**src/design/interleave_pkg.sv**
```systemverilog
`default_nettype none

package interleave_pkg;

    // Stream geometry
    localparam int NUM_LANES  = 4;
    localparam int LANE_W     = 2;
    localparam int DATA_W     = 16;

    // Entries held by each lane FIFO
    localparam int FIFO_DEPTH = 4;

    // Word carried on each input lane and between the FIFOs and the merger
    typedef struct packed {
        logic [DATA_W-1:0] data;
    } lane_word_t;

    // Merged output word, tagged with the lane it came from
    typedef struct packed {
        logic [LANE_W-1:0] lane;
        logic [DATA_W-1:0] data;
    } merged_word_t;

endpackage

`default_nettype wire

```
**src/design/force_robin_merge.sv**
```systemverilog
`timescale 1ns/100ps
`default_nettype none

module force_robin_merge (
    input  wire                         clock,
    input  wire                         rst_n,
    input  wire                         lane_valid [interleave_pkg::NUM_LANES],
    output logic                        lane_ready [interleave_pkg::NUM_LANES],
    input  wire interleave_pkg::lane_word_t lane_word [interleave_pkg::NUM_LANES],
    output logic                        out_valid,
    input  wire                         out_ready,
    output interleave_pkg::merged_word_t out_word
);

    // Output stage occupancy
    typedef enum logic [1:0] {
        ST_IDLE,
        ST_EMPTY,
        ST_HOLD,
        ST_HOLD_BUF
    } state_t;

    state_t                                state;
    state_t                                state_next;

    logic [interleave_pkg::LANE_W-1:0]     cur_ptr;
    logic [interleave_pkg::LANE_W-1:0]     nxt_ptr;
    logic [interleave_pkg::NUM_LANES-1:0]  ready_mask;
    logic                                  main_ready;

    logic                                  take;
    logic                                  out_fire;
    interleave_pkg::merged_word_t          take_word;
    interleave_pkg::merged_word_t          buf_word;

    function automatic logic [interleave_pkg::LANE_W-1:0] ptr_inc(
        input logic [interleave_pkg::LANE_W-1:0] ptr
    );
        if (32'(ptr) == interleave_pkg::NUM_LANES - 1) begin
            return '0;
        end
        return ptr + 1'b1;
    endfunction

    function automatic logic [interleave_pkg::NUM_LANES-1:0] one_hot(
        input logic [interleave_pkg::LANE_W-1:0] idx
    );
        logic [interleave_pkg::NUM_LANES-1:0] result;
        result      = '0;
        result[idx] = 1'b1;
        return result;
    endfunction

    // Only the lane whose turn it is may see ready
    always_comb begin
        for (int i = 0; i < interleave_pkg::NUM_LANES; i++) begin
            lane_ready[i] = ready_mask[i] & main_ready;
        end
    end

    assign take     = lane_valid[cur_ptr] & ready_mask[cur_ptr] & main_ready;
    assign out_fire = out_valid & out_ready;

    // Stamp the source lane beside the data
    always_comb begin
        take_word.lane = cur_ptr;
        take_word.data = lane_word[cur_ptr].data;
    end

    always_comb begin
        state_next = state;
        case (state)
            ST_IDLE: begin
                state_next = ST_EMPTY;
            end
            ST_EMPTY: begin
                if (take) begin
                    state_next = ST_HOLD;
                end
            end
            ST_HOLD: begin
                if (take && !out_fire) begin
                    state_next = ST_HOLD_BUF;
                end else if (!take && out_fire) begin
                    state_next = ST_EMPTY;
                end
            end
            ST_HOLD_BUF: begin
                if (out_fire) begin
                    state_next = ST_HOLD;
                end
            end
            default: begin
                state_next = ST_IDLE;
            end
        endcase
    end

    always_ff @(posedge clock or negedge rst_n) begin
        if (!rst_n) begin
            state <= ST_IDLE;
        end else begin
            state <= state_next;
        end
    end

    // Both pointers step together, nxt_ptr stays one lane ahead
    always_ff @(posedge clock or negedge rst_n) begin
        if (!rst_n) begin
            cur_ptr <= '0;
            nxt_ptr <= interleave_pkg::LANE_W'(1);
        end else if (take) begin
            cur_ptr <= ptr_inc(cur_ptr);
            nxt_ptr <= ptr_inc(nxt_ptr);
        end
    end

    always_ff @(posedge clock or negedge rst_n) begin
        if (!rst_n) begin
            ready_mask <= '0;
        end else if (state == ST_IDLE) begin
            ready_mask <= one_hot(cur_ptr);
        end else if (take) begin
            ready_mask <= one_hot(nxt_ptr);
        end
    end

    // Stop taking once the buffer holds a word
    always_ff @(posedge clock or negedge rst_n) begin
        if (!rst_n) begin
            main_ready <= 1'b0;
            out_valid  <= 1'b0;
        end else begin
            main_ready <= (state_next == ST_EMPTY) || (state_next == ST_HOLD);
            out_valid  <= (state_next == ST_HOLD) || (state_next == ST_HOLD_BUF);
        end
    end

    // Output register and skid buffer
    always_ff @(posedge clock) begin
        case (state)
            ST_EMPTY: begin
                if (take) begin
                    out_word <= take_word;
                end
            end
            ST_HOLD: begin
                if (take && out_fire) begin
                    out_word <= take_word;
                end else if (take) begin
                    buf_word <= take_word;
                end
            end
            ST_HOLD_BUF: begin
                if (out_fire) begin
                    out_word <= buf_word;
                end
            end
            default: begin
            end
        endcase
    end

endmodule

`default_nettype wire

```
**src/design/lane_fifo.sv**
```systemverilog
`timescale 1ns/100ps
`default_nettype none

module lane_fifo (
    input  wire                       clock,
    input  wire                       rst_n,
    input  wire                       in_valid,
    output logic                      in_ready,
    input  wire interleave_pkg::lane_word_t in_word,
    output logic                      out_valid,
    input  wire                       out_ready,
    output interleave_pkg::lane_word_t out_word
);

    // Storage, read side always shows the oldest entry
    interleave_pkg::lane_word_t mem [interleave_pkg::FIFO_DEPTH];

    logic [$clog2(interleave_pkg::FIFO_DEPTH)-1:0]   wr_ptr;
    logic [$clog2(interleave_pkg::FIFO_DEPTH)-1:0]   rd_ptr;
    logic [$clog2(interleave_pkg::FIFO_DEPTH+1)-1:0] count;
    logic [$clog2(interleave_pkg::FIFO_DEPTH+1)-1:0] count_next;
    logic                                            wr_en;
    logic                                            rd_en;

    assign wr_en = in_valid & in_ready;
    assign rd_en = out_valid & out_ready;

    assign out_valid = (count != '0);
    assign out_word  = mem[rd_ptr];

    always_comb begin
        case ({wr_en, rd_en})
            2'b10:   count_next = count + 1'b1;
            2'b01:   count_next = count - 1'b1;
            default: count_next = count;
        endcase
    end

    always_ff @(posedge clock or negedge rst_n) begin
        if (!rst_n) begin
            count <= '0;
        end else begin
            count <= count_next;
        end
    end

    // Ready is registered so it stays low through reset and rises one cycle later
    always_ff @(posedge clock or negedge rst_n) begin
        if (!rst_n) begin
            in_ready <= 1'b0;
        end else begin
            in_ready <= (32'(count_next) < interleave_pkg::FIFO_DEPTH);
        end
    end

    always_ff @(posedge clock or negedge rst_n) begin
        if (!rst_n) begin
            wr_ptr <= '0;
        end else if (wr_en) begin
            if (32'(wr_ptr) == interleave_pkg::FIFO_DEPTH - 1) begin
                wr_ptr <= '0;
            end else begin
                wr_ptr <= wr_ptr + 1'b1;
            end
        end
    end

    always_ff @(posedge clock or negedge rst_n) begin
        if (!rst_n) begin
            rd_ptr <= '0;
        end else if (rd_en) begin
            if (32'(rd_ptr) == interleave_pkg::FIFO_DEPTH - 1) begin
                rd_ptr <= '0;
            end else begin
                rd_ptr <= rd_ptr + 1'b1;
            end
        end
    end

    // Payload array
    always_ff @(posedge clock) begin
        if (wr_en) begin
            mem[wr_ptr] <= in_word;
        end
    end

endmodule

`default_nettype wire

```
**src/design/stream_interleaver.sv**
```systemverilog
`timescale 1ns/100ps
`default_nettype none

module stream_interleaver (
    input  wire                         clock,
    input  wire                         rst_n,
    input  wire                         in_valid [interleave_pkg::NUM_LANES],
    output logic                        in_ready [interleave_pkg::NUM_LANES],
    input  wire interleave_pkg::lane_word_t in_word [interleave_pkg::NUM_LANES],
    output logic                        out_valid,
    input  wire                         out_ready,
    output interleave_pkg::merged_word_t out_word
);

    // FIFO to merger streams
    logic                       fifo_valid [interleave_pkg::NUM_LANES];
    logic                       fifo_ready [interleave_pkg::NUM_LANES];
    interleave_pkg::lane_word_t fifo_word  [interleave_pkg::NUM_LANES];

    // One elastic FIFO per lane absorbs bursts while waiting for its turn
    for (genvar i = 0; i < interleave_pkg::NUM_LANES; i++) begin : g_lane
        lane_fifo u_fifo (
            .clock     (clock),
            .rst_n     (rst_n),
            .in_valid  (in_valid[i]),
            .in_ready  (in_ready[i]),
            .in_word   (in_word[i]),
            .out_valid (fifo_valid[i]),
            .out_ready (fifo_ready[i]),
            .out_word  (fifo_word[i])
        );
    end

    force_robin_merge u_merge (
        .clock      (clock),
        .rst_n      (rst_n),
        .lane_valid (fifo_valid),
        .lane_ready (fifo_ready),
        .lane_word  (fifo_word),
        .out_valid  (out_valid),
        .out_ready  (out_ready),
        .out_word   (out_word)
    );

endmodule

`default_nettype wire

```
**config.mk**
```make
export PLATFORM = sky130hd
export DESIGN_NAME = stream_interleaver
export DESIGN_NICKNAME = d
export VERILOG_FILES = /design/src/design/interleave_pkg.sv /design/src/design/force_robin_merge.sv /design/src/design/lane_fifo.sv /design/src/design/stream_interleaver.sv
export SDC_FILE = /design/constraint.sdc
export NUM_CORES = 1
export LEC_CHECK = 0
export BUFFER_PORTS_ARGS = -buffer_cell sky130_fd_sc_hd__buf_2
export CELL_PAD_IN_SITES_DETAIL_PLACEMENT = 1
export CELL_PAD_IN_SITES_GLOBAL_PLACEMENT = 1
export CORE_ASPECT_RATIO = 0.75
export CORE_UTILIZATION = 40
export CTS_CLUSTER_SIZE = 25
export DETAILED_ROUTE_END_ITERATION = 7
export GPL_TIMING_DRIVEN = 0
export HOLD_SLACK_MARGIN = 0.1
export PLACE_DENSITY = 0.73
export SYNTH_ARGS = -nofsm -noshare
export SYNTH_HDL_FRONTEND = slang
export SYNTH_SLANG_ARGS = --single-unit
export TNS_END_PERCENT = 20
```
**constraint.sdc**
```tcl
create_clock -name clock -period 3.2 [get_ports clock]
set_clock_uncertainty 0.1 [all_clocks]
set_input_delay 0.32 -clock clock [delete_from_list [all_inputs] [get_ports clock]]
set_output_delay 0.32 -clock clock [all_outputs]
set_load 0.05 [all_outputs]
```
==> flow_summary_export.csv, run 1 <==
group,metric,value,unit
critical_path,cp-start-kind,"flip-flop",
timing,slew_viol_final,0,
yosys,avgSynthCellArea,21.4,sq um
routing,routedWlPerCell,23.2,um
pwr,p_clk_share,35.0,%
critical_path,crit_buf_inv,2,
die,num_rows,57,
critical_path,crit_path_max_incr_delay,600,ps
placement,gp_congestion,0.772,
routing,drt-vias-per-instance,5.09,
pwr,power_leakage,0.00580,uW
pwr,p_sw,2760,uW
critical_path,cp.arrival,3190,ps
critical_path,worstSetupEndpointType,"flip-flop",
placement,placed_cell_area,14400,sq um
global_routing,antenna_found_initial,8,
yosys,syn_inst,624,
pwr,vdd_drop_max,0.501,mV
routing,vias,6579,
cells_and_area,num-fill-cells,2984,
cells_and_area,seq_area,9850,sq um
yosys,ys_seq_area_share,73.8,%
status,status,"complete, no violations",
timing,period_share,94.4,%
routing,ant_nets,0,
cells_and_area,area_delta_synth_final,21.0,%
timing,rsz0062_at_grt,"no",
critical_path,crit_family,"multiplexers",
pwr,pwr-share-comb,12.9,%
routing,wl_met2,13.8,mm
routing,drt-total-wl,29.9,mm
yosys,synth_area,13300,sq um
placement,hpwl,20.2,mm
routing,drc_errors,0,
global_routing,grt_max_degree,44,
cells_and_area,design_area,16100,sq um
critical_path,critPathKind,"flip-flop to flip-flop",
clocking,cts.sinks,335,
global_routing,overflow,0,
cells_and_area,nets,928,
die,ios,94,
timing,fin_setup_tns,0,ps
critical_path,cp_data_required_time,3370,ps
timing,relSlewSlack,25.2,%
critical_path,path_max_fanout,10,
global_routing,grt_pass1_vias,7198,
cells_and_area,multi_input_area,3240,sq um
clocking,tritoncts,"yes",
timing,min_period,3020,ps
die,core_area,32600,sq um
critical_path,crit_slowest_cell,"clkbuf_1",
timing,hold_violations,0,
pwr,switching_share,25.1,%
clocking,post_cts_resized,0,
global_routing,grtUsageTotal,18.2,%
cells_and_area,layout-drive-gt1-share,32.7,%
yosys,synth_seq_cells,335,
die,die_height,160,um
clocking,clk_latency,520,ps
die,dieWidth,213,um
clocking,post_cts_buffers,0,
pwr,seqPwrFrac,52.1,%
worst_hold_path,hold_class,"input port to flip-flop",
yosys,synth_nets,731,
pwr,power.density,682,nW/um^2
routing,top_layer_used,"met5",
routing,met3_wirelength,1.91,mm
routing,drt_iter0_drc,519,
timing,timing.fmax,0.331,GHz
pwr,power.internal,8250,uW
yosys,yosys_warnings,0,
cells_and_area,postLayoutCoreUtil,49.5,%
routing,met1_length,13.7,mm
die,start_util,40.9,%
flow_run,maxCapViolCount,0,
timing,max_slew.worst_pin.slew,1120,ps
die,dieArea,34100,sq um
placement,post-place-ws,222,ps
clocking,cts_max_path_buffers,3,
global_routing,grt_pass1_wl,45.0,mm
placement,portBuffers,93,
routing,dr.pass1.iters,5,
clocking,cts_buffers,34,
yosys,ys_types,40,
clocking,clock-root-buffer,"clkbuf_16",
timing,timing.final.ws_setup,180,ps
clocking,clk_pin_slew,60,ps
clocking,h-tree-depth,2,
critical_path,cp_cell_sequence,"clkbuf_1 -> clkbuf_1 -> mux4_2 -> mux4_2 -> mux2_2",
timing,setup_viol,0,
==> worst paths after layout <==
kind,start,to,slack (ps),depth (start not counted)
hold reg to reg,g_lane[0].u_fifo.count[2],g_lane[0].u_fifo.count[2],390,1
min in group asynchronous,rst_n,g_lane[2].u_fifo.rd_ptr[0],470,2
hold / removal,in_valid[3],g_lane[0].u_fifo.wr_ptr[0],130,3
setup / recovery,g_lane[2].u_fifo.rd_ptr[1],u_merge.out_word[6],180,5
max in group asynchronous,rst_n,g_lane[1].u_fifo.wr_ptr[0],1830,2
setup reg to reg,g_lane[2].u_fifo.rd_ptr[1],u_merge.out_word[6],180,5
==> final cells by class <==
class                   count  area share [%]
flip-flops and latches    335            61.0
multi-input cells         242            20.1
repair buffers            161            7.16
clock buffers              46            5.99
well taps                 442            3.43
plain buffers              26            1.17
clock inverters            15           0.651
inverters                  21           0.488
diodes                      4          0.0620
==> worst register-to-register path: stages (launching register included) <==
cell and delay [ps]:
dfrtp_1 340, clkbuf_1 400, clkbuf_1 600, mux4_2 500
mux4_2 520, mux2_2 290
==> cells in the mapped netlist (all sizes together) <==
| library cell | number | share of area (%) |
|---|---|---|
| a211o | 1 | 0.066 |
| a21o | 8 | 0.46 |
| a221oi | 1 | 0.066 |
| a2bb2oi | 1 | 0.066 |
| and2 | 1 | 0.047 |
| and3 | 16 | 0.75 |
| buf | 20 | 1.2 |
| clkbuf | 6 | 0.17 |
| dfrtp | 42 | 7.9 |
| dfstp | 1 | 0.20 |
| edfxtp | 292 | 66 |
| fa | 4 | 0.60 |
| ha | 32 | 3.0 |
| inv | 21 | 0.59 |
| mux2 | 30 | 2.5 |
| mux2i | 5 | 0.38 |
| mux4 | 80 | 14 |
| nand2 | 14 | 0.39 |
| nand3 | 1 | 0.037 |
| nand3b | 2 | 0.11 |
| nor2 | 9 | 0.25 |
| nor2b | 1 | 0.047 |
| nor3 | 9 | 0.34 |
| o21ai | 6 | 0.23 |
| o221ai | 1 | 0.066 |
| o2bb2ai | 1 | 0.066 |
| o311a | 1 | 0.075 |
| o311ai | 2 | 0.13 |
| o31ai | 1 | 0.056 |
| or3 | 3 | 0.14 |
| xnor2 | 8 | 0.53 |
| xor2 | 4 | 0.26 |
==> flip-flops by register name, summed over array words and instances, names as in the netlist <==
register and count:
g_lane.u_fifo.in_ready 4, u_merge.nxt_ptr 2, u_merge.state 1, u_merge.main_ready 1, g_lane.u_fifo.mem 256, g_lane.u_fifo.rd_ptr 8, u_merge.cur_ptr 2, g_lane.u_fifo.wr_ptr 8
g_lane.u_fifo.count 12, u_merge.out_valid 1, u_merge.ready_mask 4, u_merge.buf_word 18, u_merge.out_word 18
==> logic make-up (layout without fill, tap and decap cells) <==
kind of cell             after synthesis  count (layout)  share of synthesized area [%]
flip-flops                           335             335                           73.8
other                                  0               4                              0
adder cells (fa/ha/maj)               36              36                           3.60
multiplexers                         115             115                           16.4
AO/OA/AOI/OAI                         23              23                           1.28
buffers and inverters                 47             269                           2.01
XOR/XNOR                              12              12                          0.788
AND/OR/NAND/NOR                       56              56                           2.12
==> routing by layer <==
layer | global-route usage [%] | vias up
met4 | 4.81 | 2
met3 | 4.76 | 44
met1 | 25.8 | 3442
li1 | - | 2923
met5 | 0 | -
met2 | 27.9 | 168
==> timing repair <==
action | in CTS | in global routing
endpoints found under the setup margin | 0 | 0
hold buffers | 66 | 0
hold endpoints to repair | 301 | 0
==> metrics by stage <==
step / total power (uW) / hold slack [ps] / std cells
6_report: 11000 / 127 / 1292
5_1_grt: 11500 / 143 / 1291
4_1_cts: 11200 / 114 / 1288
3_3_place_gp: 7110 / 383 / 1159
3_5_place_dp: 7210 / 380 / 1161
2_1_floorplan: 6630 / -75.6 / 624
==> cells in the final DEF (no fill, tap or decap), types with 5 or more instances in the layout <==
cell and instances:
clkinv_2 10, mux2_2 28, buf_6 7, and3_1 16
a21o_1 7, buf_2 96, nand2_1 14, nor2_1 8
clkbuf_1 12, mux2i_1 5, nor3_1 9, mux4_2 80
dfrtp_1 42, edfxtp_1 292, xnor2_1 8, clkbuf_16 35
ha_1 32, inv_1 20, clkbuf_8 5, dlygate4sd3_1 66
buf_4 5
==> power by group through the flow <==
stage / Combinational (uW) / Clock, uW / Sequential [uW]
after floorplan: 916 / 0 / 5720
after global placement: 1320 / 0 / 5790
after detailed placement: 1390 / 0 / 5830
after CTS: 1460 / 3940 / 5740
after global routing: 1570 / 4100 / 5810
final: 1430 / 3850 / 5740
Note: power is estimated with default switching activity, not from simulation.
==> run 2: changes to the inputs <==
--- a/config.mk
+++ b/config.mk
@@ -5,7 +5,9 @@
 export SDC_FILE = /design/constraint.sdc
 export NUM_CORES = 1
 export LEC_CHECK = 0
+export ABC_AREA = 1
 export BUFFER_PORTS_ARGS = -buffer_cell sky130_fd_sc_hd__buf_2
+export CAP_MARGIN = 40
 export CELL_PAD_IN_SITES_DETAIL_PLACEMENT = 1
 export CELL_PAD_IN_SITES_GLOBAL_PLACEMENT = 1
 export CORE_ASPECT_RATIO = 0.75
@@ -14,7 +16,7 @@
 export DETAILED_ROUTE_END_ITERATION = 7
 export GPL_TIMING_DRIVEN = 0
 export HOLD_SLACK_MARGIN = 0.1
-export PLACE_DENSITY = 0.73
+export PLACE_DENSITY = 0.77
 export SYNTH_ARGS = -nofsm -noshare
 export SYNTH_HDL_FRONTEND = slang
 export SYNTH_SLANG_ARGS = --single-unit
==> run 2 against run 1 <==
Fmax rose by 24%. Combinational power grew to 4.6 times the previous value. Via count up 46%. Global-route usage up 3.6 points. Worst setup slack gained 580 ps. Sequential share of layout area shrank 3.5 points. Final cell count rose by 44%. Largest power group is now combinational logic. Highest routed layer unchanged.
==> flow_summary_export.csv, run 2 <==
group,metric,value,unit
status,status,"complete, no violations",
yosys,ys_types,29,
yosys,synth_area,14000,sq um
critical_path,critPathKind,"flip-flop to flip-flop",
timing,min_period,2440,ps
critical_path,crit_slowest_cell,"nor2_1",
yosys,async_reset_ff_share,12.8,%
cells_and_area,area_delta_synth_final,22.0,%
cells_and_area,top_register,"g_lane.u_fifo.mem",
worst_hold_path,min_to,"g_lane[3].u_fifo.wr_ptr[1]",
clocking,h-tree-depth,2,
clocking,post_cts_resized,0,
routing,drc_errors,0,
flow_run,maxCapViolCount,0,
critical_path,crit_path_max_incr_delay,610,ps
critical_path,r2r_cells,8,
cells_and_area,final_cell_mix,"edfxtp_1, nor2_1, buf_2",
placement,post-place-ws,806,ps
cells_and_area,layout-drive-gt1-share,19.0,%
yosys,synth_common_cells,"edfxtp_1, nor2_1, nand2_1",
critical_path,crit_buf_inv,3,
yosys,synth_ff_type,"edfxtp_1",
yosys,synth_top_area_share,62.5,%
yosys,synth.area.top_cells,"edfxtp_1, dfrtp_1, nor2_1, o21ai_0, nand3_1",
die,num_rows,59,
yosys,avgSynthCellArea,12.1,sq um
critical_path,r2r-end,"u_merge.buf_word[8]",
timing,setup_viol,0,
global_routing,overflow,0,
timing,hold_violations,0,
yosys,yosys_warnings,0,
pwr,p_sw,6580,uW
die,ios,94,
yosys,synth_seq_cells,335,
clocking,ctsHoldBuffers,66,
clocking,cts_max_path_buffers,3,
yosys,synth_nets,1269,
critical_path,cp.arrival,2570,ps
routing,vias,9626,
pwr,power_leakage,0.00654,uW
critical_path,worstSetupEndpointType,"flip-flop",
global_routing,grt_max_degree,25,
worst_hold_path,hold_class,"input port to flip-flop",
pwr,vdd_drop_max,0.642,mV
timing,period_share,76.4,%
clocking,cts.sinks,335,
clocking,clk_pin_slew,60,ps
die,dieWidth,218,um
global_routing,grt_pass1_vias,10200,
routing,drt_iter0_drc,627,
pwr,power.density,968,nW/um^2
routing,drt-vias-per-instance,5.18,
yosys,synth_top_area_cell,"edfxtp_1",
timing,max_slew.worst_pin.slew,833,ps
global_routing,antenna_found_initial,2,
routing,ant_nets,0,
clocking,tritoncts,"yes",
pwr,p_clk_share,23.4,%
cells_and_area,seq_area,9850,sq um
timing,timing.final.ws_setup,757,ps
clocking,clock-root-buffer,"clkbuf_16",
clocking,clk_latency,520,ps
cells_and_area,postLayoutCoreUtil,49.5,%
worst_hold_path,min_from,"in_valid[0]",
pwr,power.internal,10000,uW
placement,placed_cell_area,15400,sq um
cells_and_area,largest_reg_flops,256,
worst_hold_path,hold_depth,3,
placement,hpwl,26.6,mm
cells_and_area,mostFrequentLayoutCell,"edfxtp_1",
timing,relSlewSlack,44.3,%
cells_and_area,nets,1483,
critical_path,r2r_slack,760,ps
routing,routedWlPerCell,20.4,um
cells_and_area,num-fill-cells,3629,
timing,rsz0062_at_grt,"no",
placement,portBuffers,93,
critical_path,path_depth,8,
pwr,pwr-share-comb,39.3,%
die,core_area,34600,sq um
global_routing,grt_pass1_wl,58.2,mm
cells_and_area,largest_registers,"g_lane.u_fifo.mem x256, u_merge.buf_word x18, u_merge.out_word x18",
critical_path,r2r_start,"u_merge.cur_ptr[0]",
cells_and_area,design_area,17100,sq um
cells_and_area,diodes,0,
critical_path,path_max_fanout,11,
yosys,ys_seq_area_share,70.1,%
critical_path,crit_family,"simple AND/OR/NAND/NOR gates",
critical_path,cp_cell_sequence,"buf_4 -> nand2_1 -> inv_1 -> nand2_1 -> nand3_1 -> nand3_1 -> nor2_1 -> buf_6",
die,die_height,164,um
clocking,post_cts_buffers,0,
timing,fin_setup_tns,0,ps
yosys,synth.most_common_cell,"edfxtp_1",
pwr,seqPwrFrac,37.3,%
routing,drt-total-wl,38.0,mm
routing,dr.pass1.iters,5,
cells_and_area,multi_input_area,3610,sq um
die,start_util,40.5,%
global_routing,grtUsageTotal,21.8,%
timing,slew_viol_final,0,
yosys,synth_edf_count,292,
critical_path,cp_data_required_time,3330,ps
pwr,switching_share,39.7,%
timing,timing.fmax,0.409,GHz
die,dieArea,35900,sq um
clocking,cts_buffers,35,
critical_path,cp-start-kind,"flip-flop",
yosys,syn_inst,1162,
placement,gp_congestion,0.797,
## run 2: changes by cell type in the layout (fill, tap and decap cells not counted), sizes merged, moves of 5 or more
| cell | delta |
|---|---|
| and3 | -16 |
| a21oi | +16 |
| nand3 | +88 |
| o21ai | +148 |
| mux2i | -5 |
| inv | +39 |
| a21o | -8 |
| mux4 | -80 |
| nor3 | -9 |
| buf | +51 |
| o211ai | +17 |
| nand2 | +89 |
| nor2 | +268 |
| mux2 | -23 |
## run 2: per-layer routing
layer / wire, um / part of all wire [%] / track usage, % / vias to the layer above
li1: - / - / - / 4461
met1: 17400 / 46 / 29.8 / 4861
met2: 17700 / 47 / 35.6 / 236
met3: 2010 / 5.3 / 3.83 / 64
met4: 831 / 2.2 / 6.23 / 4
met5: 27 / 0.071 / 0 / -
## run 2: metrics by stage
step	cells	hold WS, ps	power, uW
4_1_cts	1859	231	16700
5_1_grt	1859	302	17500
2_1_floorplan	1162	-75.6	10400
3_5_place_dp	1730	323	12700
3_3_place_gp	1712	404	12200
6_report	1859	244	16600
## run 2: layout make-up
| class | instances | area share [%] |
|---|---|---|
| clock inverter | 14 | 0.533 |
| sequential | 335 | 57.5 |
| multi-input combinational | 707 | 21.1 |
| inverter | 60 | 1.36 |
| timing repair buffer | 177 | 8.18 |
| buffer | 60 | 2.26 |
| clock buffer | 49 | 5.73 |
| tap | 457 | 3.34 |
## run 2: worst min-delay path: stages
cell and delay [ps]:
buf_2 100, nand2_1 280, a21oi_1 120
## run 2: worst max path at each step
stage                       start                   end
3_5_place_dp   u_merge.cur_ptr[0]  u_merge.buf_word[14]
6_report       u_merge.cur_ptr[0]   u_merge.buf_word[8]
3_3_place_gp   u_merge.cur_ptr[0]   u_merge.buf_word[8]
5_1_grt        u_merge.cur_ptr[0]  u_merge.buf_word[11]
4_1_cts        u_merge.cur_ptr[0]  u_merge.buf_word[15]
2_1_floorplan   u_merge.out_valid   u_merge.buf_word[0]
## run 2: power groups by stage
stage / registers (uW) / clock network (uW) / logic, uW
global route: 6260 / 4090 / 7150
global placement: 6230 / 0 / 5930
detailed placement: 6260 / 0 / 6400
finish: 6180 / 3880 / 6520
floorplan: 6620 / 0 / 3760
CTS: 6190 / 3940 / 6540
## run 2: cells by family (layout without fill, tap and decap cells)
logic type,count (synthesis),after routing,share of synthesized area [%]
muxes,7,7,0.562
xor gates and xnor gates,8,8,0.499
DFF,335,335,70.1
adders and majority gates,36,36,3.42
AOI/OAI and AO/OA,187,187,7.25
and+or+nand+nor,469,469,13.7
buffers and inverters,120,360,4.41
==> run 3: changes to the inputs <==
--- a/config.mk
+++ b/config.mk
@@ -5,7 +5,7 @@
 export SDC_FILE = /design/constraint.sdc
 export NUM_CORES = 1
 export LEC_CHECK = 0
-export ABC_AREA = 1
+export ABC_AREA = 0
 export BUFFER_PORTS_ARGS = -buffer_cell sky130_fd_sc_hd__buf_2
 export CAP_MARGIN = 40
 export CELL_PAD_IN_SITES_DETAIL_PLACEMENT = 1
@@ -16,7 +16,7 @@
 export DETAILED_ROUTE_END_ITERATION = 7
 export GPL_TIMING_DRIVEN = 0
 export HOLD_SLACK_MARGIN = 0.1
-export PLACE_DENSITY = 0.77
+export PLACE_DENSITY = 0.73
 export SYNTH_ARGS = -nofsm -noshare
 export SYNTH_HDL_FRONTEND = slang
 export SYNTH_SLANG_ARGS = --single-unit
==> constraint.sdc (replaced) <==
create_clock -name clock -period 2.5 [get_ports clock]
set_clock_uncertainty 0.1 [all_clocks]
set_input_delay 0.25 -clock clock [delete_from_list [all_inputs] [get_ports clock]]
set_output_delay 0.25 -clock clock [all_outputs]
set_load 0.05 [all_outputs]
==> run 3 against run 2 <==
Critical path type unchanged. Non-clock buffer count down 38. Total power is 12% lower. Utilization rose by 1.3 points. Die area fell by 4.9%. Largest power group is now registers. Register-to-register slack got worse by 740 ps. Final cell count down 30%. Critical path depth fell by 3.
==> flow_summary_export.csv, run 3 (same netlist as run 1, synthesis figures left out) <==
group,metric,value,unit
status,status,"complete, no violations",
cells_and_area,layout-drive-gt1-share,35.2,%
cells_and_area,largest_registers,"g_lane.u_fifo.mem x256, u_merge.buf_word x18, u_merge.out_word x18",
cells_and_area,mostFrequentLayoutCell,"edfxtp_1",
pwr,power.internal,11100,uW
worst_hold_path,hold_class,"input port to async pin",
die,ios,94,
critical_path,path_max_fanout,10,
critical_path,cp.arrival,2650,ps
global_routing,antenna_found_initial,3,
clocking,clk_latency,520,ps
timing,fin_setup_tns,0,ps
die,dieWidth,213,um
critical_path,r2r_slack,20,ps
routing,vias,6682,
placement,post-place-ws,-483,ps
routing,routedWlPerCell,23.1,um
global_routing,overflow,0,
critical_path,cp-start-kind,"flip-flop",
cells_and_area,largest_reg_flops,256,
routing,dr.pass1.iters,4,
clocking,clock-root-buffer,"clkbuf_16",
cells_and_area,final_cell_mix,"edfxtp_1, buf_2, mux4_2",
clocking,cts.sinks,335,
pwr,p_clk_share,36.7,%
cells_and_area,top_register,"g_lane.u_fifo.mem",
routing,drt_iter0_drc,353,
die,core_area,32600,sq um
clocking,clk_pin_slew,60,ps
die,num_rows,57,
timing,relSlewSlack,40.2,%
critical_path,cp_data_required_time,2670,ps
global_routing,grt_max_degree,35,
pwr,power.density,884,nW/um^2
global_routing,grt_pass1_vias,7134,
pwr,vdd_drop_max,0.723,mV
timing,slew_viol_final,0,
timing,min_period,2480,ps
flow_run,maxCapViolCount,0,
clocking,tritoncts,"yes",
placement,hpwl,20.2,mm
die,start_util,40.9,%
routing,drt-vias-per-instance,5.14,
pwr,pwr-share-comb,12.9,%
pwr,switching_share,24.5,%
timing,setup_viol,0,
timing,period_share,99.2,%
pwr,power_leakage,0.00595,uW
die,dieArea,34100,sq um
clocking,cts_max_path_buffers,3,
routing,drc_errors,0,
routing,ant_nets,0,
critical_path,critPathKind,"flip-flop to flip-flop",
pwr,finalPower,14600,uW
clocking,cts_buffers,34,
die,die_height,160,um
timing,rsz0062_at_grt,"yes",
timing,hold_violations,0,
pwr,seqPwrFrac,50.3,%
placement,gp_congestion,0.760,
timing,max_slew.worst_pin.slew,898,ps
clocking,h-tree-depth,2,
cells_and_area,nets,940,
global_routing,grtUsageTotal,18.3,%
timing,timing.fmax,0.403,GHz
routing,drt-total-wl,30.1,mm
global_routing,grt_pass1_wl,45.5,mm
critical_path,worstSetupEndpointType,"flip-flop",
cells_and_area,area_delta_synth_final,24.1,%
timing,timing.final.ws_setup,19.3,ps
pwr,p_sw,3590,uW
placement,portBuffers,93,
[run 3: cell type report]
cell class | instances | area [sq um]
timing repair buffer | 176 | 1340
multi-input combinational | 242 | 3330
clock inverter | 10 | 154
tap | 442 | 553
fill | 2959 | 16000
antenna | 1 | 2.50
clock buffer | 51 | 1030
buffer | 23 | 226
sequential | 335 | 9850
inverter | 21 | 78.8
[run 3: worst paths after layout]
kind | startpoint | end | cells past startpoint
max in group asynchronous | rst_n | g_lane[1].u_fifo.rd_ptr[0] | 3
setup / recovery | g_lane[1].u_fifo.rd_ptr[0] | u_merge.out_word[7] | 5
setup reg to reg | g_lane[1].u_fifo.rd_ptr[0] | u_merge.out_word[7] | 5
min in group clock | in_word[20] | g_lane[2].u_fifo.mem[2][4] | 2
hold / removal | rst_n | g_lane[3].u_fifo.wr_ptr[0] | 3
hold reg to reg | g_lane[2].u_fifo.count[2] | g_lane[2].u_fifo.count[2] | 1
[run 3: through the flow]
stage / hold slack, ps / cell area (sq um) / cells / utilization [%]
final: 176 / 16600 / 1301 / 50.8
after global routing: 187 / 16600 / 1301 / 50.8
after CTS: 172 / 16500 / 1298 / 50.5
after detailed placement: 59.4 / 14500 / 1166 / 44.4
after global placement: 365 / 14400 / 1159 / 44.1
after floorplan: -146 / 13300 / 624 / -
[run 3: critical path: stages, from the launching register on]
cell and delay (ps):
dfrtp_1 420, buf_12 170, buf_12 150, mux4_2 580, mux4_2 530, mux2_2 280
[run 3: repair_timing]
action,CTS,global route
resized for setup,16,22
pin swaps,0,3
endpoints found under the setup margin,64,44
hold buffers,71,0
endpoints found under the hold margin,311,0
setup buffers,3,2
[run 3: power groups by stage]
stage | Clock, uW | Combinational, uW | Sequential, uW
3_3_place_gp | 0 | 1680 | 7400
3_5_place_dp | 0 | 1800 | 7450
2_1_floorplan | 0 | 1170 | 7320
6_report | 5380 | 1900 | 7370
4_1_cts | 5490 | 1900 | 7350
5_1_grt | 5670 | 2080 | 7450
[run 3: metal layers]
layer | vias up | track usage, % | routed length (um)
met5 | - | 0 | 0
met4 | 0 | 5.89 | 841
met3 | 45 | 3.93 | 1770
met2 | 179 | 27.0 | 13500
met1 | 3496 | 27.1 | 13900
li1 | 2962 | - | -
